`src/include/l1i_config.svh`:
```
// ----------------------------
// L1I configuration
// Cache geometry and bus widths
// ----------------------------

`ifndef L1I_CONFIG_SVH
`define L1I_CONFIG_SVH

// Core fetch interface
`define CORE_ADDR_WIDTH   32
`define CORE_DATA_WIDTH   32

// Cache geometry
`define L1_LINE_SIZE      128
`define L1_WAY_NUM        4
`define L1_SET_NUM        16

// Address split, tag + idx + offset = address width
`define CORE_OFFSET_WIDTH 4
`define CORE_IDX_WIDTH    4
`define CORE_TAG_WIDTH    24

`define L1_WAY_IDX_WIDTH  2

`endif
```
`src/hw/l1i_pkg.sv`:
```
// ----------------------------
// L1I types
// Address, tag entry and lookup structs, control states
// ----------------------------

`include "l1i_config.svh"

package l1i_pkg;

	// Fetch address split into its cache fields
	typedef struct packed {
		logic [`CORE_TAG_WIDTH-1:0]    tag;
		logic [`CORE_IDX_WIDTH-1:0]    idx;
		logic [`CORE_OFFSET_WIDTH-1:0] offset;
	} l1i_addr_t;

	// One tag RAM entry
	typedef struct packed {
		logic                       valid;
		logic [`CORE_TAG_WIDTH-1:0] tag;
	} l1i_tag_entry_t;

	// Tag compare result for the set being looked up
	typedef struct packed {
		logic                         hit;
		logic [`L1_WAY_IDX_WIDTH-1:0] hit_way;
		logic [`L1_WAY_NUM-1:0]       valid_vect;
	} l1i_lookup_t;

	typedef enum logic [2:0] {
		ST_INIT,
		ST_IDLE,
		ST_LOOKUP,
		ST_MISS,
		ST_FILL,
		ST_ACK
	} l1i_state_e;

endpackage

```
`src/hw/l1i_ctrl.sv`:
```
// ----------------------------
// L1I control
// Init sweep, lookup, miss request, fill and core ack
// ----------------------------
`timescale 1ns/1ps

`include "l1i_config.svh"

module l1i_ctrl
	import l1i_pkg::*;
(
	input  logic                          clk,
	input  logic                          rst_n,
	input  logic                          core_req_val,
	input  logic [`CORE_ADDR_WIDTH-1:0]   core_req_addr,
	output logic                          core_req_ack,
	output logic [`CORE_DATA_WIDTH-1:0]   core_ack_data,
	input  l1i_lookup_t                   lookup,
	input  logic [`L1_WAY_IDX_WIDTH-1:0]  victim_way,
	input  logic [`L1_LINE_SIZE-1:0]      rd_line,
	output logic                          mau_req_val,
	output logic [`CORE_ADDR_WIDTH-1:0]   mau_req_addr,
	input  logic                          mau_req_ack,
	input  logic [`L1_LINE_SIZE-1:0]      mau_ack_data,
	output logic                          rd_en,
	output logic [`CORE_IDX_WIDTH-1:0]    rd_idx,
	output logic [`CORE_TAG_WIDTH-1:0]    req_tag,
	output logic                          clr_en,
	output logic [`CORE_IDX_WIDTH-1:0]    clr_idx,
	output logic                          fill_we,
	output logic [`L1_WAY_IDX_WIDTH-1:0]  fill_way,
	output logic                          touch,
	output logic [`L1_WAY_IDX_WIDTH-1:0]  touch_way
);

	l1i_state_e                          state;
	l1i_state_e                          state_next;
	logic [`CORE_IDX_WIDTH-1:0]          init_cnt;
	logic                                init_done;
	logic                                ack_gap_r;
	l1i_addr_t                           core_addr;
	l1i_addr_t                           req_r;
	l1i_addr_t                           mau_addr;
	logic [`L1_WAY_IDX_WIDTH-1:0]        victim_r;
	logic [`L1_LINE_SIZE-1:0]            fill_line_r;
	logic [`L1_LINE_SIZE-1:0]            ack_line;
	logic [`CORE_OFFSET_WIDTH-3:0]       word_sel;
	logic                                accept;
	logic                                hit_now;
	logic                                miss_now;

	assign core_addr = core_req_addr;
	assign init_done = (init_cnt == `CORE_IDX_WIDTH'(`L1_SET_NUM - 1));

	// Skip one idle cycle after an ack so the held level is not taken twice
	assign accept   = (state == ST_IDLE) && core_req_val && !ack_gap_r;
	assign hit_now  = (state == ST_LOOKUP) && lookup.hit;
	assign miss_now = (state == ST_LOOKUP) && !lookup.hit;

	// ----------------------------
	// FSM
	// ----------------------------
	always_ff @(posedge clk or negedge rst_n) begin
		if (!rst_n) begin
			state     <= ST_INIT;
			init_cnt  <= '0;
			ack_gap_r <= 1'b0;
		end else begin
			state     <= state_next;
			ack_gap_r <= core_req_ack;
			if (state == ST_INIT)
				init_cnt <= init_cnt + 1'b1;
		end
	end

	always_comb begin
		state_next = state;
		case (state)
			ST_INIT:   if (init_done) state_next = ST_IDLE;
			ST_IDLE:   if (accept) state_next = ST_LOOKUP;
			ST_LOOKUP: begin
				if (lookup.hit)
					state_next = ST_IDLE;
				else if (mau_req_ack)
					state_next = ST_ACK;
				else
					state_next = ST_MISS;
			end
			// Request out, waiting for the line
			ST_MISS:   state_next = mau_req_ack ? ST_ACK : ST_FILL;
			ST_FILL:   if (mau_req_ack) state_next = ST_ACK;
			ST_ACK:    state_next = ST_IDLE;
			default:   state_next = ST_INIT;
		endcase
	end

	// ----------------------------
	// Request and fill registers
	// ----------------------------
	always_ff @(posedge clk) begin
		if (accept)
			req_r <= core_addr;
		if (state == ST_LOOKUP)
			victim_r <= victim_way;
		if (fill_we)
			fill_line_r <= mau_ack_data;
	end

	// Array control
	assign rd_en   = accept;
	assign rd_idx  = core_addr.idx;
	assign req_tag = req_r.tag;
	assign clr_en  = (state == ST_INIT);
	assign clr_idx = init_cnt;

	// MAU request, line aligned
	assign mau_addr     = '{tag: req_r.tag, idx: req_r.idx, offset: '0};
	assign mau_req_addr = mau_addr;
	assign mau_req_val  = miss_now || (state == ST_MISS) || (state == ST_FILL);

	assign fill_we   = mau_req_val && mau_req_ack;
	// Victim comes straight from the LRU when the MAU answers at once
	assign fill_way  = (state == ST_LOOKUP) ? victim_way : victim_r;
	assign touch     = hit_now || fill_we;
	assign touch_way = hit_now ? lookup.hit_way : fill_way;

	// Core response
	assign core_req_ack  = hit_now || (state == ST_ACK);
	assign ack_line      = (state == ST_ACK) ? fill_line_r : rd_line;
	assign word_sel      = req_r.offset[`CORE_OFFSET_WIDTH-1:2];
	assign core_ack_data = ack_line[word_sel * `CORE_DATA_WIDTH +: `CORE_DATA_WIDTH];

endmodule

```
`config.mk`:
```
export PLATFORM = sky130hd
export DESIGN_NAME = l1i_ctrl
export DESIGN_NICKNAME = d
export VERILOG_FILES = /design/src/hw/l1i_pkg.sv /design/src/hw/l1i_ctrl.sv
export VERILOG_INCLUDE_DIRS = /design/src /design/src/include
export SDC_FILE = /design/constraint.sdc
export NUM_CORES = 1
export LEC_CHECK = 0
export BUFFER_PORTS_ARGS = -buffer_cell sky130_fd_sc_hd__buf_2
export CAP_MARGIN = 25
export CORE_AREA = 2 2 159 161
export CTS_BUF_LIST = sky130_fd_sc_hd__clkbuf_2
export DETAILED_ROUTE_END_ITERATION = 7
export DIE_AREA = 0 0 161 163
export SETUP_SLACK_MARGIN = 0.05
export SYNTH_ARGS = -nofsm -noshare
export SYNTH_HDL_FRONTEND = slang
export SYNTH_SLANG_ARGS = --single-unit
```
`constraint.sdc`:
```
create_clock -name clk -period 16.3 [get_ports clk]
set_input_delay 1.63 -clock clk [delete_from_list [all_inputs] [get_ports clk]]
set_output_delay 1.63 -clock clk [all_outputs]
set_load 0.05 [all_outputs]
```
==> results.sh <==
export IMPL_peakVddDrop_uv=103
export IMPL_cts_buffer_depth=2
export IMPL_dpl_cell_count=1045
export IMPL_synth_top_family_by_area="multiplexers"
export IMPL_cts_buffers=17
export IMPL_yosys_area_top_type="edfxtp_1"
export IMPL_synth_mux_area_share_pct=24.5
export IMPL_final_cells=1081
export IMPL_r2r_end="fill_line_r[0]"
export IMPL_die_x_um=161
export IMPL_synth_compound_area_share_pct=1.02
export IMPL_yosys_warnings=0
export IMPL_vias_per_cell=4.51
export IMPL_skew_ns=0.0509
export IMPL_wl_mm=19.8
export IMPL_ctsHoldBuffers=0
export IMPL_start_kind="flop"
export IMPL_ys_ff_latch=168
export IMPL_yosys_area_top_type_share_pct=60.7
export IMPL_max_freq_ghz=0.213
export IMPL_gp_congestion=0.745
export IMPL_die_h_um=163
export IMPL_post_route_period_util_pct=28.8
export IMPL_end_kind="primary output"
export IMPL_num_vias=4870
export IMPL_cts_htree_levels=4
export IMPL_clkLatencyLatePin_ns=0.70
export IMPL_rows=58
export IMPL_grt_max_degree=81
export IMPL_synth_cell_type_count=38
export IMPL_port_buffers=396
export IMPL_drtPass1Iterations=4
export IMPL_antenna_left=0
export IMPL_min_delay_path_depth=2
export IMPL_synth_area_leaders="edfxtp_1 61%, mux4_2 12%, mux4_1 7.7%"
export IMPL_status="complete, no violations"
export IMPL_post_cts_setup_buffers=0
export IMPL_hpwl_mm=15.1
export IMPL_min_to="victim_r[0]"
export IMPL_setup_viol=0
export IMPL_fin_crit_ns=4.70
export IMPL_synth_xor_area_share_pct=0.336
export IMPL_critical_path_class="reg2out"
export IMPL_postCtsResizedCells=0
export IMPL_slew_limit_headroom_pct=38.8
export IMPL_hold_viol=0
export IMPL_clkSinkCount=168
export IMPL_clockRootBuffer="clkbuf_2"
export IMPL_syn_instance_count=391
export IMPL_grtUsageTotal_pct=14.5
export IMPL_remaining_drc_errors=0
export IMPL_io_pins=407
export IMPL_syn2layout_area_growth_pct=26.9
export IMPL_grt_overflow=0
export IMPL_yosys_area_share_adder_pct=0.160
export IMPL_r2r_start="state[2]"
export IMPL_synth_area_um2=7820
export IMPL_yosysSeqAreaShare_pct=63.7
export IMPL_ff2ff_path_depth=6
export IMPL_grt_pass1_wl_mm=28.4
export IMPL_max_cap_violations=0
export IMPL_rrSetupSlack_ns=13.14
export IMPL_cts_clk_slew_worst_paths_ns=0.27
export IMPL_drive_above_1_share_pct=68.9
export IMPL_avgSynthCellArea_um2=20.0
export IMPL_grt_pass1_vias=5119
export IMPL_synthSimpleGateAreaFrac_pct=1.58
export IMPL_tightest_slew_ns=0.918
export IMPL_core_area_um2=24700
export IMPL_finalNetCount=1037
export IMPL_antenna_found_initial=5
export IMPL_critPathRequiredTime_ns=14.67
export IMPL_crit_path_max_fanout=36
export IMPL_worstPathArrival_ns=3.07
export IMPL_rsz0062_at_grt="no"
export IMPL_drt_iter0_markers=233
export IMPL_cts_tree="yes"
export IMPL_fillCellCount=2347
export IMPL_hp_class="reg2reg"
export IMPL_p_per_area_nw_per_um2=150
export IMPL_tns_ns=0
export IMPL_start_util_pct=31.7
export IMPL_hold_path_startpoint="victim_r[0]"
export IMPL_dieArea_um2=26200
export IMPL_post_drt_wl_per_cell_um=18.4
export IMPL_slew_viol_final=0
export IMPL_total_leakage_power_nw=4.15
## power by group
group          switching, mW  internal (mW)  total (mW)
registers             0.0388          0.577       0.615
clock network          0.153         0.0701       0.223
logic                  0.444          0.202       0.646
## synthesized netlist by cell type, drive strengths merged
cell type / instances
mux4: 64
clkbuf: 4
a211oi: 1
nand4: 1
xnor2: 2
nor3: 2
dfxtp: 2
o21a: 1
nor2: 2
conb: 1
ha: 1
nand2: 4
or4b: 1
a21oi: 1
o21ai: 7
a21o: 1
mux2i: 2
or3b: 2
mux2: 33
buf: 78
or2: 1
a221oi: 1
edfxtp: 158
nand3b: 2
xor2: 1
dfrtp: 8
a31o: 1
nor2b: 2
nand2b: 1
inv: 6
## cell families after synthesis
family                     Yosys count
DFF                                168
xor gates and xnor gates             3
buffers and inverters               88
AOI/OAI and AO/OA                   13
muxes                               99
adders and majority gates            1
other                                1
and+or+nand+nor                     18
## stage by stage
| stage | util, % | hold slack, ns | cell area (µm²) | worst slack [ns] | total power [mW] |
|---|---|---|---|---|---|
| floorplan | - | 0.545 | 7830 | 6.81 | 1.18 |
| global placement | 39.1 | 0.458 | 9640 | 11.92 | 1.27 |
| detailed placement | 39.1 | 0.471 | 9660 | 11.93 | 1.28 |
| CTS | 40.1 | 0.529 | 9890 | 11.42 | 1.51 |
| global route | 40.2 | 0.542 | 9920 | 11.33 | 1.56 |
| finish | 40.2 | 0.523 | 9920 | 11.60 | 1.48 |
## registers in the layout (all words and copies together), names as in the netlist
| name | cells |
|---|---|
| state | 3 |
| ack_gap_r | 1 |
| req_tag | 24 |
| victim_r | 2 |
| fill_line_r | 128 |
| clr_idx | 4 |
| mau_req_addr | 4 |
| req_r | 2 |
## layout by cell type (no fill, tap or decap), drive strengths merged, types with 2 or more instances in the layout
| cell type | n |
|---|---|
| or3b | 2 |
| conb | 4 |
| mux2i | 2 |
| clkinvlp | 5 |
| nand2 | 4 |
| mux2 | 33 |
| dfxtp | 2 |
| o21ai | 7 |
| edfxtp | 158 |
| dfrtp | 8 |
| inv | 10 |
| mux4 | 64 |
| nand3b | 2 |
| nor2 | 2 |
| bufinv | 2 |
| buf | 404 |
| clkbuf | 17 |
| clkinv | 2 |
| nor2b | 2 |
| diode | 5 |
| xnor2 | 2 |
| nor3 | 2 |
## layer usage
layer / track usage (%) / wire, µm / vias to the layer above
li1: - / - / 2226
met1: 16.4 / 7400 / 2392
met5: 0 / 16 / -
met2: 25.9 / 10700 / 228
met3: 4.76 / 1450 / 22
met4: 5.11 / 299 / 2
## worst max-delay path, cell delays in order (launching register included)
cell and delay (ns):
dfrtp_1 0.64, nand3b_4 0.49, buf_12 0.37, mux4_2 0.32
mux2_2 0.27, buf_2 0.22
## how the worst max path moves through the flow
stage | start | end | depth (start not counted)
detailed placement | core_req_val | rd_en | 5
CTS | state[0] | core_ack_data[31] | 5
floorplan | lookup[6] | fill_we | 3
global route | state[0] | core_ack_data[31] | 5
global placement | rd_line[120] | core_ack_data[24] | 4
finish | state[0] | core_ack_data[31] | 5
## cell type report
cell class	count	area, µm²	area share [%]
Sequential cell	168	4980	50.2
Multi-Input combinational cell	138	2190	22.1
Timing Repair Buffer	404	2070	20.8
Tap cell	330	413	4.16
Clock inverter	13	146	1.48
Clock buffer	17	85.1	0.858
Inverter	6	22.5	0.227
Antenna cell	5	12.5	0.126
Note: power is estimated with default switching activity, not from simulation.
