File: src/include/l1i_config.svh
// ----------------------------
// L1I configuration
// Cache geometry and bus widths
// ----------------------------

`ifndef L1I_CONFIG_SVH
`define L1I_CONFIG_SVH

// Core fetch interface
`define CORE_ADDR_WIDTH   32
`define CORE_DATA_WIDTH   32

// Cache geometry
`define L1_LINE_SIZE      128
`define L1_WAY_NUM        4
`define L1_SET_NUM        16

// Address split, tag + idx + offset = address width
`define CORE_OFFSET_WIDTH 4
`define CORE_IDX_WIDTH    4
`define CORE_TAG_WIDTH    24

`define L1_WAY_IDX_WIDTH  2

`endif
File: src/hw/l1i_pkg.sv
// ----------------------------
// L1I types
// Address, tag entry and lookup structs, control states
// ----------------------------

`include "l1i_config.svh"

package l1i_pkg;

	// Fetch address split into its cache fields
	typedef struct packed {
		logic [`CORE_TAG_WIDTH-1:0]    tag;
		logic [`CORE_IDX_WIDTH-1:0]    idx;
		logic [`CORE_OFFSET_WIDTH-1:0] offset;
	} l1i_addr_t;

	// One tag RAM entry
	typedef struct packed {
		logic                       valid;
		logic [`CORE_TAG_WIDTH-1:0] tag;
	} l1i_tag_entry_t;

	// Tag compare result for the set being looked up
	typedef struct packed {
		logic                         hit;
		logic [`L1_WAY_IDX_WIDTH-1:0] hit_way;
		logic [`L1_WAY_NUM-1:0]       valid_vect;
	} l1i_lookup_t;

	typedef enum logic [2:0] {
		ST_INIT,
		ST_IDLE,
		ST_LOOKUP,
		ST_MISS,
		ST_FILL,
		ST_ACK
	} l1i_state_e;

endpackage

File: src/hw/l1i_tag_array.sv
// ----------------------------
// L1I tag array
// Tag/valid storage and tag compare
// ----------------------------
`timescale 1ns/1ps

`include "l1i_config.svh"

module l1i_tag_array
	import l1i_pkg::*;
(
	input  logic                          clk,
	input  logic                          rst_n,
	input  logic                          rd_en,
	input  logic [`CORE_IDX_WIDTH-1:0]    rd_idx,
	input  logic [`CORE_TAG_WIDTH-1:0]    req_tag,
	input  logic                          clr_en,
	input  logic [`CORE_IDX_WIDTH-1:0]    clr_idx,
	input  logic                          fill_we,
	input  logic [`L1_WAY_IDX_WIDTH-1:0]  fill_way,
	output l1i_lookup_t                   lookup
);

	l1i_tag_entry_t               tags [`L1_SET_NUM][`L1_WAY_NUM];
	l1i_tag_entry_t               row_r [`L1_WAY_NUM];
	logic [`CORE_IDX_WIDTH-1:0]   idx_r;

	// Set of the request in flight, used by the fill
	always_ff @(posedge clk or negedge rst_n) begin
		if (!rst_n)
			idx_r <= '0;
		else if (rd_en)
			idx_r <= rd_idx;
	end

	always_ff @(posedge clk) begin
		if (clr_en) begin
			for (int w = 0; w < `L1_WAY_NUM; w++)
				tags[clr_idx][w] <= '0;
		end else if (fill_we) begin
			tags[idx_r][fill_way] <= '{valid: 1'b1, tag: req_tag};
		end
		if (rd_en) begin
			for (int w = 0; w < `L1_WAY_NUM; w++)
				row_r[w] <= tags[rd_idx][w];
		end
	end

	// Compare all ways, encode the matching one
	always_comb begin
		lookup = '0;
		for (int w = 0; w < `L1_WAY_NUM; w++) begin
			lookup.valid_vect[w] = row_r[w].valid;
			if (row_r[w].valid && (row_r[w].tag == req_tag)) begin
				lookup.hit     = 1'b1;
				lookup.hit_way = `L1_WAY_IDX_WIDTH'(w);
			end
		end
	end

endmodule

File: config.mk
export PLATFORM = sky130hd
export DESIGN_NAME = l1i_tag_array
export DESIGN_NICKNAME = d
export VERILOG_FILES = /design/src/hw/l1i_pkg.sv /design/src/hw/l1i_tag_array.sv
export VERILOG_INCLUDE_DIRS = /design/src /design/src/include
export SDC_FILE = /design/constraint.sdc
export NUM_CORES = 1
export LEC_CHECK = 0
export BUFFER_PORTS_ARGS = -buffer_cell sky130_fd_sc_hd__buf_2
export CAP_MARGIN = 10
export CORE_MARGIN = 2
export CORE_UTILIZATION = 50
export CTS_CLUSTER_SIZE = 30
export DETAILED_ROUTE_END_ITERATION = 10
export PLACE_DENSITY = 0.64
export SETUP_SLACK_MARGIN = 0.3
export SLEW_MARGIN = 0
export SYNTH_ARGS = -nofsm -noshare
export SYNTH_HDL_FRONTEND = slang
export SYNTH_SLANG_ARGS = --single-unit
File: constraint.sdc
create_clock -name clk -period 2.5 [get_ports clk]
set_input_delay 0.25 -clock clk [delete_from_list [all_inputs] [get_ports clk]]
set_output_delay 0.25 -clock clk [all_outputs]
set_load 0.01 [all_outputs]
==> metrics, run 1 <==
Final WS setup -0.661 ns; Reg-to-Reg Start idx_r[1]; grt ovf 0; hold depth 2; CP Buf/Inv Count 3; fillers 8945; WL final 160000 µm; port bufs 45; Synth Register Bits 1704; Placer Congestion 0.875; crit share post-route 126%; most common cell after layout, fill and taps aside edfxtp_1; drt drc 0; commonest non-fill, non-tap cells in the layout 1700 x edfxtp_1, 423 x mux4_2, 171 x clkbuf_16; pwr/cell area 793 mW/mm²; Num CTS Buffers 167; R2R depth 6; vias in the first global route 30300; element type at the critical path end output port; Syn Inst Count 2627; CP cell instances xnor2_1, nand4_1, nor4_2, buf_4, nand4_1, buf_4, nand4_1, buf_2; Final Non-Filler Cells 4819; drt wl/cell 33.2 µm; Synthesis Warnings 0; Startpoint Class flop; average size of a mapped cell 24.9 µm²; die area 0.134 mm²; clock slew at the register clock pins of the worst setup and hold paths 0.06 ns; failing checks setup timing; DR pass1 iterations 5; maximum clock frequency 316 MHz; Vias 30000; Area after DPL 0.0710 mm²; TritonCTS clock tree yes; Worst path max stage delay 0.54 ns; FF-to-FF End tags[5][74]; total core area 0.130 mm²; Via density 6.22; peak supply drop 0.689 mV; Clock Latency Late Sink 0.80 ns; Hold Crit Endpoint row_r[3][18]; Core Rows 132; pre-CTS setup slack -0.236 ns; Worst slew margin 57.7%; fin area 0.0765 mm²; Die X 366 µm; largest net degree at the start of global routing 83; initial DRC count 3697; Layout Nets 2979; synthesized cell area 0.0654 mm²; final hold slack 0.112 ns; fraction of layout cells with a size suffix above 1 34.2%; CP max stage cell edfxtp_1; Tightest Pin Transition 0.634 ns; Crit path max-delay family simple AND/OR/NAND/NOR gates; WP depth 8; WP data arrival 2.91 ns; worst reg2reg setup slack 0.46 ns; Clock Sink Count 1704; Mapped Nets 2666; DP Cell Count 4508; Antenna Nets Post-Route 0; I/O Pins 46; WS Path Type reg -> out; status complete, but fails checks; clock buffer depth 3; H-tree level count 4; initial antenna violation count 13; Static Leak 23.9 nW; most frequent CP cell nand4_1; first-pass GRT wire length 225000 µm; final setup fails 3; unrepaired setup endpoints after global routing true; Max FO, Critical Path 2; die height 366 µm; Final Hold Fails 0; Syn-to-layout area delta 17.0%; Final Util 59.0%; synth unique cells 29; Hold Crit Start rd_idx[3]; final period demand of the worst path 3.16 ns; GRT Total Usage 24.4%; clock skew 0.0327 ns; Req. time, crit path 2.25 ns; Max-Cap Viols 0; Starting Density 50.4%; detailed-placement wirelength estimate 89700 µm; worst hold path type in -> reg; max-slew violations 0; Clock Tree Root clkbuf_16; sequential cell area fraction in the yosys report 78.2%
## through the flow
stage	total power [mW]	setup TNS, ns
after floorplan	34.9	0
final	60.7	-1.73
after CTS	61.1	-1.85
after global placement	36.5	-0.535
after global routing	62.3	-1.95
after detailed placement	36.6	-0.356
## worst max-delay path by stage
stage | startpoint | end | slack, ns
finish | row_r[1][17] | lookup[6] | -0.66
global route | row_r[1][17] | lookup[6] | -0.74
CTS | row_r[1][17] | lookup[6] | -0.74
detailed placement | req_tag[14] | lookup[4] | -0.24
global placement | req_tag[23] | lookup[4] | -0.32
floorplan | fill_we | tags[14][0] | 0.20
## where the power goes
group / total (mW) / internal (mW) / switching [mW]
combinational: 3.53 / 1.57 / 1.96
clock: 24.7 / 14.3 / 10.4
sequential: 32.4 / 32.1 / 0.329
## state kept, by name, summed over array words and instances, names as in the netlist
| signal | flops |
|---|---|
| tags | 1600 |
| row_r | 100 |
| idx_r | 4 |
## cells by family (layout without fill, tap and decap cells)
logic type	after synthesis	in the layout	share of synthesized area [%]
xor gates and xnor gates	96	96	1.29
AOI/OAI and AO/OA	13	13	0.115
other	0	8	0
DFF	1704	1704	78.2
muxes	504	504	17.7
and+or+nand+nor	160	160	1.18
buffers and inverters	150	592	1.44
## cell usage after synthesis
cell type,count,area (µm²)
mux2_2,4,45.0
nand2b_1,4,25.0
nand2_1,25,93.8
edfxtp_1,1700,51000
nor4_1,12,75.1
nor2_1,66,248
o21ai_0,7,35.0
buf_4,4,30.0
buf_2,2,10.0
and4_1,1,8.76
buf_12,3,60.1
dfrtp_1,4,100
xor2_1,44,385
clkbuf_1,85,319
nor2b_1,1,6.26
mux4_1,77,2020
buf_8,1,15.0
and2_1,24,150
o31ai_1,2,15.0
a31oi_1,4,25.0
nand4_1,17,106
buf_1,13,48.8
inv_1,2,7.51
nand3b_1,4,30.0
mux4_2,423,9530
xnor2_1,52,455
buf_6,40,450
nor3_1,4,20.0
nand3_1,2,10.0
## per-layer routing
layer | global-route usage, % | share of wire, % | vias up
met3 | 4.61 | 8.6 | 253
met5 | 0 | 0.0050 | -
met2 | 39.0 | 49 | 1499
met1 | 34.4 | 39 | 16200
li1 | - | - | 12000
met4 | 8.04 | 3.1 | 2
## final cells by class
| type | count | area, µm² | area share [%] |
|---|---|---|---|
| clock inverter | 101 | 981 | 1.28 |
| inverter | 2 | 7.51 | 0.00982 |
| tap | 1742 | 2180 | 2.85 |
| multi-input combinational | 773 | 13900 | 18.2 |
| sequential | 1704 | 51100 | 66.9 |
| clock buffer | 197 | 4380 | 5.72 |
| timing repair buffer | 292 | 3840 | 5.02 |
| antenna | 8 | 20.0 | 0.0262 |
## worst reg2reg max path, delay by kind of cell, from the launching register on
family | cells | cell delay, ns
buffers and inverters | 2 | 0.48
flip-flops | 1 | 0.43
AO/OA/AOI/OAI | 1 | 0.25
AND/OR/NAND/NOR | 3 | 0.52
## what timing repair did
action | CTS | global route
pin swaps | 9 | 4
resized for setup | 11 | 3
setup buffers | 0 | 1
setup endpoints to repair | 3 | 3
hold buffers | 4 | 0
endpoints found under the hold margin | 32 | 0
No activity file was read; power rests on OpenSTA's default activity.
==> run 2: changes to the inputs <==
--- a/config.mk
+++ b/config.mk
@@ -12,7 +12,8 @@
 export CORE_UTILIZATION = 50
 export CTS_CLUSTER_SIZE = 30
 export DETAILED_ROUTE_END_ITERATION = 10
-export PLACE_DENSITY = 0.64
+export MAX_ROUTING_LAYER = met4
+export PLACE_DENSITY = 0.65
 export SETUP_SLACK_MARGIN = 0.3
 export SLEW_MARGIN = 0
 export SYNTH_ARGS = -nofsm -noshare
==> metrics, run 2 (synthesis gave the netlist of run 1 again) <==
largest registers tags: 1600 flops, row_r: 100 flops, idx_r: 4 flops; max-slew violations 0 (unchanged); total core area 0.130 mm² (unchanged); clock skew 0.0230 ns (-0.00969 ns); drt wl/cell 33.1 µm (-0.22%); Via density 6.24 (+0.36%); TritonCTS clock tree yes; fraction of layout cells with a size suffix above 1 34.1% (-0.072 points); crit share post-route 128% (+1.1 points); maximum clock frequency 314 MHz (-0.89%); Layout Nets 2970 (-0.30%); I/O Pins 46 (unchanged); CP max stage cell edfxtp_1; die area 0.134 mm² (unchanged); drt drc 0 (unchanged); port bufs 45 (unchanged); Static Leak 23.7 nW (-0.90%); WL final 159000 µm (-0.57%); vias in the first global route 30200 (-0.28%); pwr/cell area 794 mW/mm² (about the same); H-tree level count 4 (unchanged); first-pass GRT wire length 224000 µm (-0.48%); worst hold path type in -> reg; GRT Total Usage 25.0% (+0.59 points); Worst slew margin 37.1% (-21 points); commonest non-fill, non-tap cells in the layout 1700 x edfxtp_1, 423 x mux4_2, 169 x clkbuf_16; die height 366 µm (unchanged); Tightest Pin Transition 0.943 ns (+0.308 ns); initial antenna violation count 10 (-3); Num CTS Buffers 163 (-2.4%); Die X 366 µm (unchanged); most common cell after layout, fill and taps aside edfxtp_1; DP Cell Count 4503 (-0.11%); clock buffer depth 3 (unchanged); Clock Latency Late Sink 0.78 ns (-0.02 ns); CP cell instances xnor2_1, nand4_1, nor4_2, nand4_1, buf_4, nand4_1, buf_2; peak supply drop 0.605 mV (-12%); status complete, but fails checks; DR pass1 iterations 5 (unchanged); Final WS setup -0.689 ns (-0.0283 ns); final period demand of the worst path 3.19 ns (+0.0283 ns); Max-Cap Viols 0 (unchanged); Req. time, crit path 2.25 ns (about the same); WS Path Type reg -> out; detailed-placement wirelength estimate 88900 µm (-0.84%); initial DRC count 3822 (+3.4%); Final Non-Filler Cells 4802 (-0.35%); Startpoint Class flop; largest net degree at the start of global routing 66 (-20%); Final Hold Fails 0 (unchanged); failing checks setup timing; final setup fails 3 (unchanged); clock slew at the register clock pins of the worst setup and hold paths 0.07 ns (about the same); Syn-to-layout area delta 15.9%; most frequent CP cell nand4_1; grt ovf 0 (unchanged); Placer Congestion 0.875 (about the same); Vias 30000 (+0.0067%); Clock Tree Root clkbuf_16; unrepaired setup endpoints after global routing true; Worst path max stage delay 0.49 ns (-0.05 ns); max FFs per register 1600 (unchanged); fillers 8979 (+0.38%); Clock Sink Count 1704 (unchanged); Starting Density 50.4% (unchanged); Antenna Nets Post-Route 0 (unchanged); Max FO, Critical Path 2 (unchanged); Final Util 58.5% (-0.52 points); Most flops, register tags; Core Rows 132 (unchanged); element type at the critical path end output port; WP data arrival 2.94 ns (+0.03 ns)
==> run 2: changes by cell type in the layout (fill, tap and decap cells not counted), sizes merged, moves of 2 or more <==
cell	change
inv	-4
clkinv	-11
buf	-5
clkinvlp	+2
clkbuf	+5
diode	-3
==> run 2: final timing paths <==
| check | startpoint | endpoint | slack [ns] | cells after the start |
|---|---|---|---|---|
| worst max-delay path | row_r[1][18] | lookup[6] | -0.69 | 7 |
| worst max register to register | idx_r[2] | tags[11][99] | 0.38 | 5 |
| worst min-delay path | clr_en | tags[1][49] | 0.21 | 3 |
| max in group asynchronous | rst_n | idx_r[3] | 1.69 | 3 |
| worst min register to register | idx_r[3] | idx_r[3] | 0.59 | 1 |
| min in group asynchronous | rst_n | idx_r[1] | 0.54 | 3 |
==> run 2: power breakdown <==
| part | total (mW) | switching [mW] | internal, mW |
|---|---|---|---|
| Clock | 24.3 | 10.2 | 14.1 |
| Combinational | 3.47 | 1.96 | 1.50 |
| Sequential | 32.4 | 0.311 | 32.1 |
==> run 2: timing repair <==
action / CTS / global route
setup buffers: 1 / 0
setup endpoints to repair: 3 / 25
hold buffers: 4 / 0
resized for setup: 10 / 9
pin swaps: 7 / 5
hold endpoints to repair: 32 / 0
==> run 2: area by class of cell <==
class | instances | area (µm²) | area share (%)
Sequential cell | 1704 | 51100 | 67.5
Multi-Input combinational cell | 773 | 13900 | 18.4
Clock buffer | 202 | 4350 | 5.74
Timing Repair Buffer | 287 | 3290 | 4.35
Tap cell | 1742 | 2180 | 2.88
Clock inverter | 87 | 870 | 1.15
Antenna cell | 5 | 12.5 | 0.0165
Inverter | 2 | 7.51 | 0.00990
==> run 2: metrics by stage <==
| step | total power, mW | setup WS (ns) | hold slack (ns) | area [µm²] | setup TNS (ns) |
|---|---|---|---|---|---|
| CTS | 60.5 | -0.707 | 0.124 | 75700 | -1.69 |
| global route | 61.8 | -0.745 | 0.185 | 75800 | -1.83 |
| finish | 60.2 | -0.689 | 0.207 | 75800 | -1.60 |
| detailed placement | 36.5 | -0.415 | 0.0874 | 70400 | -6.84 |
| global placement | 36.4 | -0.315 | 0.0876 | 70400 | -0.609 |
| floorplan | 34.9 | 0.200 | -0.0456 | 65500 | 0 |
==> run 2: metal layers <==
metal / up-vias / track usage (%) / routed length, µm
met3: 269 / 4.84 / 13700
met1: 16300 / 34.0 / 62800
met4: 0 / 7.56 / 4590
li1: 12000 / - / -
met2: 1459 / 38.9 / 77900
met5: - / - / 0
==> run 2: worst max-delay path: cells and delay by family, from the launching register on <==
kind,cells,cell delay (ns)
xor+xnor,1,0.18
flops,1,0.49
buf+inv,2,0.44
simple gates,4,1.04
