`config.mk`:
```
export PLATFORM = sky130hd
export DESIGN_NAME = l1i_lru
export DESIGN_NICKNAME = d
export VERILOG_FILES = /design/src/hw/l1i_pkg.sv /design/src/hw/l1i_lru.sv
export VERILOG_INCLUDE_DIRS = /design/src /design/src/include
export SDC_FILE = /design/constraint.sdc
export NUM_CORES = 1
export LEC_CHECK = 0
export ABC_AREA = 1
export ABC_CLOCK_PERIOD_IN_PS = 9700
export BUFFER_PORTS_ARGS = -buffer_cell sky130_fd_sc_hd__clkbuf_2
export CORE_ASPECT_RATIO = 0.6
export CORE_UTILIZATION = 65
export CTS_CLUSTER_DIAMETER = 50
export CTS_CLUSTER_SIZE = 10
export DETAILED_ROUTE_END_ITERATION = 6
export HOLD_SLACK_MARGIN = 0.03
export PLACE_DENSITY = 0.83
export SLEW_MARGIN = 10
export SYNTH_ARGS = -nofsm -noshare
export SYNTH_HDL_FRONTEND = slang
export SYNTH_SLANG_ARGS = --single-unit
```
`constraint.sdc`:
```
create_clock -name clk -period 9.7 [get_ports clk]
set_clock_uncertainty 0.15 [all_clocks]
set_input_delay 1.455 -clock clk [delete_from_list [all_inputs] [get_ports clk]]
set_output_delay 1.455 -clock clk [all_outputs]
set_load 0.02 [all_outputs]
```
`src/include/l1i_config.svh`:
```
// ----------------------------
// L1I configuration
// Cache geometry and bus widths
// ----------------------------

`ifndef L1I_CONFIG_SVH
`define L1I_CONFIG_SVH

// Core fetch interface
`define CORE_ADDR_WIDTH   32
`define CORE_DATA_WIDTH   32

// Cache geometry
`define L1_LINE_SIZE      128
`define L1_WAY_NUM        4
`define L1_SET_NUM        16

// Address split, tag + idx + offset = address width
`define CORE_OFFSET_WIDTH 4
`define CORE_IDX_WIDTH    4
`define CORE_TAG_WIDTH    24

`define L1_WAY_IDX_WIDTH  2

`endif
```
`src/hw/l1i_pkg.sv`:
```
// ----------------------------
// L1I types
// Address, tag entry and lookup structs, control states
// ----------------------------

`include "l1i_config.svh"

package l1i_pkg;

	// Fetch address split into its cache fields
	typedef struct packed {
		logic [`CORE_TAG_WIDTH-1:0]    tag;
		logic [`CORE_IDX_WIDTH-1:0]    idx;
		logic [`CORE_OFFSET_WIDTH-1:0] offset;
	} l1i_addr_t;

	// One tag RAM entry
	typedef struct packed {
		logic                       valid;
		logic [`CORE_TAG_WIDTH-1:0] tag;
	} l1i_tag_entry_t;

	// Tag compare result for the set being looked up
	typedef struct packed {
		logic                         hit;
		logic [`L1_WAY_IDX_WIDTH-1:0] hit_way;
		logic [`L1_WAY_NUM-1:0]       valid_vect;
	} l1i_lookup_t;

	typedef enum logic [2:0] {
		ST_INIT,
		ST_IDLE,
		ST_LOOKUP,
		ST_MISS,
		ST_FILL,
		ST_ACK
	} l1i_state_e;

endpackage

```
`src/hw/l1i_lru.sv`:
```
// ----------------------------
// L1I LRU
// Per-set age counters and victim choice
// ----------------------------
`timescale 1ns/1ps

`include "l1i_config.svh"

module l1i_lru
	import l1i_pkg::*;
(
	input  logic                          clk,
	input  logic                          rst_n,
	input  logic                          rd_en,
	input  logic [`CORE_IDX_WIDTH-1:0]    rd_idx,
	input  logic                          clr_en,
	input  logic [`CORE_IDX_WIDTH-1:0]    clr_idx,
	input  l1i_lookup_t                   lookup,
	input  logic                          touch,
	input  logic [`L1_WAY_IDX_WIDTH-1:0]  touch_way,
	output logic [`L1_WAY_IDX_WIDTH-1:0]  victim_way
);

	// Age 0 is youngest
	logic [`L1_WAY_IDX_WIDTH-1:0]   ages [`L1_SET_NUM][`L1_WAY_NUM];
	logic [`L1_WAY_IDX_WIDTH-1:0]   row [`L1_WAY_NUM];
	logic [`CORE_IDX_WIDTH-1:0]     idx_r;
	logic                           has_invalid;

	always_ff @(posedge clk or negedge rst_n) begin
		if (!rst_n)
			idx_r <= '0;
		else if (rd_en)
			idx_r <= rd_idx;
	end

	always_comb begin
		for (int w = 0; w < `L1_WAY_NUM; w++)
			row[w] = ages[idx_r][w];
	end

	// ----------------------------
	// Age update
	// ----------------------------
	always_ff @(posedge clk) begin
		if (clr_en) begin
			for (int w = 0; w < `L1_WAY_NUM; w++)
				ages[clr_idx][w] <= `L1_WAY_IDX_WIDTH'(w);
		end else if (touch) begin
			for (int w = 0; w < `L1_WAY_NUM; w++) begin
				if (`L1_WAY_IDX_WIDTH'(w) == touch_way)
					ages[idx_r][w] <= '0;
				else if (row[w] < row[touch_way])
					ages[idx_r][w] <= row[w] + 1'b1;
			end
		end
	end

	// Invalid ways first, lowest number wins
	assign has_invalid = ~&lookup.valid_vect;

	always_comb begin
		victim_way = '0;
		if (has_invalid) begin
			for (int w = `L1_WAY_NUM - 1; w >= 0; w--) begin
				if (!lookup.valid_vect[w])
					victim_way = `L1_WAY_IDX_WIDTH'(w);
			end
		end else begin
			for (int w = 0; w < `L1_WAY_NUM; w++) begin
				if (row[w] == `L1_WAY_IDX_WIDTH'(`L1_WAY_NUM - 1))
					victim_way = `L1_WAY_IDX_WIDTH'(w);
			end
		end
	end

endmodule

```
==> impl_metrics.ini, run 1 <==
[status]
status = complete, no violations

[final_layout]
diodes = 0
seq_area_um2 = 3950
syn_to_final_growth_pct = 10.9
multiInputGateArea_um2 = 1870
nFillCells = 619
nets = 709
finish.utilization_pct = 75.8
drive_above_1_share_pct = 10.4

[yosys]
synthCells = 667
synthArstFlopShare_pct = 3.03
synth_edf_count = 128
syn_nets = 696
yosysWarnings = 0
syn-cell-area_um2 = 6390
postSynth.topFlopCell = edfxtp_1
synth_area_per_cell_um2 = 9.59
seq_area_frac_synth_pct = 61.7
yosys_register_bits = 132
ys_types = 27

[sta]
worst_slew_pin_slew_ns = 1.16
fin_setup_tns_ns = 0
finalCriticalPeriod_ns = 5.23
maxSlewViolCount = 0
finalHoldViolations = 0
fmax_mhz = 191
layout_setup_ws_ns = 4.47
rsz0062_at_grt = no
setup_viol = 0
min_period_over_period_pct = 54.0
slew_headroom_pct = 22.5

[clock_tree]
clkLatencyLatePin_ns = 0.42
numCtsBuffers = 17
cts_buffer_depth = 2
postCtsSetupRepairBufs = 0
cts-root-buf = clkbuf_16
cts_hold_buffers = 0
clk_pin_slew_worst_paths_ns = 0.06
htreeDepth = 4
clock_sinks = 132
cts_tree = done
post_cts_resized = 0

[drt]
wl_met1_mm = 5.89
drc = 0
ant_nets = 0
wl_mm = 15.5
wl_met2_mm = 7.10
vias = 4819
firstDrtPassIters = 6
drt_iter0_drc = 689
highest_layer = met4
via_per_inst = 5.86
met3_length_mm = 1.92
wl_per_cell_um = 18.9

[power]
p_per_area_nw_per_um2 = 208
ir_worst_vdd_mv = 0.153
p_leak_nw = 3.22

[setup_path]
crit_arrival_ns = 3.63
r2r_cells = 11
critPathLaunchType = flop
cp-end-kind = primary output
cp_max_fo = 37
crit_type = flop to primary output
reg2reg_to = ages[13][0]
cp.required_ns = 8.10
reg2reg_from = idx_r[1]
rrSetupSlack_ns = 4.76

[floorplan]
rows = 27
coreArea_um2 = 9360
pin_count = 24
initial_core_util_pct = 68.3
dieArea_um2 = 10300
die_x_um = 130
dieHeight_um = 78.8

[grt]
grt_overflow = 0
grt_max_degree = 67
grtUsageTotal_pct = 33.2
grt_pass1_wl_mm = 24.1
antenna_found_initial = 0
grt_pass1_vias = 4751

[placed_design]
dpl_worst_slack_ns = 4.93
port-buffer-count = 20
dpl.hpwl_mm = 9.50
place.gp.congestion = 0.921

[hold_path]
worstHoldPathType = input port to asynchronous set/reset pin

[job]
cap_violations = 0
[power breakdown]
| part | internal [mW] | total (mW) | switching (mW) |
|---|---|---|---|
| sequential | 0.645 | 0.657 | 0.0116 |
| clock | 0.400 | 0.639 | 0.239 |
| combinational | 0.0487 | 0.177 | 0.128 |
| total | 1.09 | 1.47 | 0.378 |
[logic make-up after synthesis]
logic type / count (synthesis) / share of synthesized area, %
AND/OR/NAND/NOR: 312 / 20.5
buffers and inverters: 138 / 9.14
flip-flops: 132 / 61.7
AO/OA/AOI/OAI: 77 / 7.12
adder cells (fa/ha/maj): 7 / 1.37
XOR/XNOR: 1 / 0.137
[worst max-delay path, stage by stage, from the launching register on]
cell and delay (ns):
dfrtp_1 1.11, inv_2 0.59, o21ai_0 0.24, o22ai_1 0.13, o211ai_1 0.22, nand2_1 0.14, ha_1 0.23, nand3b_1 0.17
a31oi_1 0.17, clkbuf_2 0.20
[final cells by class]
class                           instances  area share, %
Clock buffer                           17           6.00
Clock inverter                         14           2.29
Inverter                              110           5.82
Multi-Input combinational cell        397           26.3
Sequential cell                       132           55.6
Tap cell                              130           2.29
Timing Repair Buffer                   22           1.62
[sequential cells by signal (all words and copies together), names as in the netlist]
register / cells
idx_r: 4
ages: 128
[cell usage after synthesis (2+ instances only)]
cell	instances	share of area, %
inv_2	4	0.23
nand3_4	4	1.1
o211ai_1	6	0.70
buf_2	5	0.39
nand2_2	8	0.78
o21ai_0	43	3.4
o221ai_1	10	1.4
o21ai_1	8	0.63
nand2_1	187	11
inv_1	105	6.2
o22ai_1	6	0.59
nor3_1	4	0.31
ha_1	7	1.4
edfxtp_1	128	60
buf_4	2	0.23
a31oi_1	2	0.20
a22o_1	2	0.27
or2_2	3	0.29
nand3_1	41	3.2
nor2_1	64	3.8
buf_6	7	1.2
clkbuf_1	13	0.76
dfrtp_1	4	1.6
[metrics by stage]
stage | power (mW) | cells | cell area [um^2] | hold WS [ns]
finish | 1.47 | 822 | 7090 | 0.682
global route | 1.51 | 822 | 7090 | 0.677
CTS | 1.47 | 822 | 7090 | 0.677
detailed placement | 0.837 | 791 | 6500 | 0.841
global placement | 0.827 | 791 | 6500 | 0.818
floorplan | 0.790 | 667 | 6390 | 0.595
[cells in the final DEF, fill, tap and decap left out, types with 4 or more instances in the layout]
master / instances
inv_1: 105
o21ai_0: 41
o221ai_1: 10
ha_1: 7
o211ai_1: 6
edfxtp_1: 128
nand3_1: 41
nor2_1: 64
o22ai_1: 6
nor3_1: 4
nand2_1: 187
clkbuf_2: 20
clkinv_2: 4
nand2_2: 8
clkbuf_16: 17
nand3_4: 4
o21ai_1: 10
inv_2: 4
[metal layers]
| layer | vias to the layer above | global-route usage [%] |
|---|---|---|
| li1 | 2211 | - |
| met4 | 0 | 16.6 |
| met5 | - | 0 |
| met2 | 332 | 52.0 |
| met3 | 67 | 9.77 |
| met1 | 2209 | 42.4 |
[worst max path at each step]
stage	start	to
after floorplan	idx_r[0]	victim_way[0]
after global placement	idx_r[1]	ages[7][0]
after detailed placement	idx_r[1]	ages[7][0]
after CTS	idx_r[1]	victim_way[0]
after global routing	idx_r[1]	victim_way[0]
final	idx_r[1]	victim_way[0]
No activity file was read; power rests on OpenSTA's default activity.
==> inputs of run 2 (changes only) <==
ABC_CLOCK_PERIOD_IN_PS = 4800   (was 9700)
CORE_UTILIZATION = 56   (was 65)
PLACE_DENSITY = 0.76   (was 0.83)
clock period = 4.8 ns   (was 9.7 ns; I/O delays follow)
==> run 2 against run 1 <==
  * Setup slack worse by 3.6 ns
  * Non-clock buffer count up 8
  * Design area up 0.44%
  * Die area up 16%
  * Hold slack worse by 0.31 ns
  * Largest cell class unchanged
  * Flip-flop and latch count unchanged
  * Via count down 2.1%
  * Register-to-register slack worse by 3.8 ns
  * Global-route usage down 5.4 points
  * First-iteration DRC count down 39%
  * Power up 96%
  * Clock-buffer cell count up 10
==> impl_metrics.ini, run 2 (synthesis gave the netlist of run 1 again) <==
[floorplan]
die_x_um = 140
pin_count = 24
initial_core_util_pct = 58.9
coreArea_um2 = 10800
dieArea_um2 = 11900
rows = 29
dieHeight_um = 84.8

[sta]
min_period_over_period_pct = 81.0
slew_headroom_pct = 28.8
maxSlewViolCount = 0
hold_ws_ns = 0.375
finalCriticalPeriod_ns = 3.89
finalHoldViolations = 0
fmax_mhz = 257
rsz0062_at_grt = no
worst_slew_pin_slew_ns = 1.07
setup_viol = 0
fin_setup_tns_ns = 0

[grt]
grtUsageTotal_pct = 27.8
antenna_found_initial = 0
grt_max_degree = 66
grt_pass1_vias = 4640
grt_pass1_wl_mm = 23.8
grt_overflow = 0

[clock_tree]
htreeDepth = 4
clk_pin_slew_worst_paths_ns = 0.05
cts_buffer_depth = 2
clock_sinks = 132
numCtsBuffers = 17
cts-root-buf = clkbuf_16
postCtsSetupRepairBufs = 0
cts_tree = done
clkLatencyLatePin_ns = 0.41

[setup_path]
worstSetupStartpoint = idx_r[0]
rrSetupSlack_ns = 1.01
crit_type = flop to primary output
reg2reg_to = ages[6][6]
cp-end-kind = primary output
cp.required_ns = 3.93
reg2reg_from = idx_r[2]
crit_arrival_ns = 3.02
cp_max_fo = 65
critPathLaunchType = flop
r2r_cells = 12
path_cells = inv_2, o21ai_0, o221ai_1, o211ai_1, nand2_1, ha_1, nand3b_1, a31oi_1, clkbuf_2
crit_path_max_incr_delay_ns = 0.77
critPathSlowestCell = inv_2

[power]
p_per_area_nw_per_um2 = 405
p_leak_nw = 3.24
ir_worst_vdd_mv = 0.298
finalPower_mw = 2.89

[drt]
firstDrtPassIters = 5
via_per_inst = 5.62
vias = 4717
wl_per_cell_um = 18.3
ant_nets = 0
wl_mm = 15.4
drt_iter0_drc = 422
drc = 0

[hold_path]
holdPathEnd = idx_r[0]
min_from = rd_idx[0]
whs_path_depth = 3
worstHoldPathType = input port to flop

[placed_design]
place.gp.congestion = 0.877
port-buffer-count = 20
dpl.hpwl_mm = 9.53

[final_layout]
largest_reg_flops = 128
nFillCells = 856
seq_area_um2 = 3950
regMostFlops = ages
multiInputGateArea_um2 = 1870
nets = 717
final_common_cell = nand2_1
reg_top3 = ages: 128 flops, idx_r: 4 flops
syn_to_final_growth_pct = 11.4
diodes = 0
final_cell_mix = nand2_1 (187), edfxtp_1 (128), inv_1 (105)
drive_above_1_share_pct = 10.6

[job]
cap_violations = 0

[status]
status = complete, no violations
## run 2: cell count changes in the layout (fill, tap and decap cells not counted), sizes merged
cell | before | now
bufinv | 3 | 1
inv | 110 | 109
clkinv | 8 | 4
clkinvlp | 3 | 1
clkbuf | 37 | 47
buf | 2 | 9
dlygate4sd3 | 0 | 1
## run 2: where the power goes
group	switching [mW]	internal [mW]	leakage, nW	total, mW
Combinational	0.258	0.104	1.77	0.362
Clock	0.453	0.751	0.265	1.20
Sequential	0.0160	1.30	1.21	1.32
## run 2: layout make-up
| cell class | count | area share (%) |
|---|---|---|
| clock buffer | 27 | 6.92 |
| clock inverter | 5 | 0.738 |
| tap | 139 | 2.44 |
| inverter | 110 | 5.80 |
| multi-input combinational | 397 | 26.2 |
| sequential | 132 | 55.4 |
| timing repair buffer | 30 | 2.50 |
## run 2: worst max path at each step
| stage | end | slack [ns] |
|---|---|---|
| 6_report | victim_way[0] | 0.91 |
| 5_1_grt | ages[6][6] | 0.67 |
| 4_1_cts | victim_way[0] | 0.91 |
| 3_5_place_dp | ages[11][6] | 1.09 |
| 3_3_place_gp | ages[11][6] | 1.28 |
| 2_1_floorplan | ages[0][0] | 1.44 |
## run 2: critical path: cells and delay by family, from the launching register on
family	cells	cell delay, ns
and+or+nand+nor	2	0.26
buffers and inverters	2	0.96
adders and majority gates	1	0.19
DFF	1	0.40
AOI/OAI and AO/OA	4	0.78
## run 2: what timing repair did
item,4_1_cts,5_1_grt
endpoints found under the hold margin,4,0
resized for setup,0,0
setup endpoints to repair,0,0
hold buffers,1,0
## run 2: through the flow
| step | instance area, um^2 | instances | util (%) | setup slack, ns |
|---|---|---|---|---|
| after global placement | 6570 | 807 | 60.5 | 1.28 |
| after floorplan | 6390 | 667 | - | 1.44 |
| after detailed placement | 6570 | 807 | 60.5 | 1.09 |
| after global routing | 7120 | 840 | 65.6 | 0.669 |
| after CTS | 7120 | 840 | 65.6 | 0.909 |
| final | 7120 | 840 | 65.6 | 0.911 |
## run 2: per-layer routing
layer  wire length [um]  GRT usage, %
met5                  0             0
met2               7070          44.2
met3               1700          6.96
met4                582          14.7
met1               6030          35.6
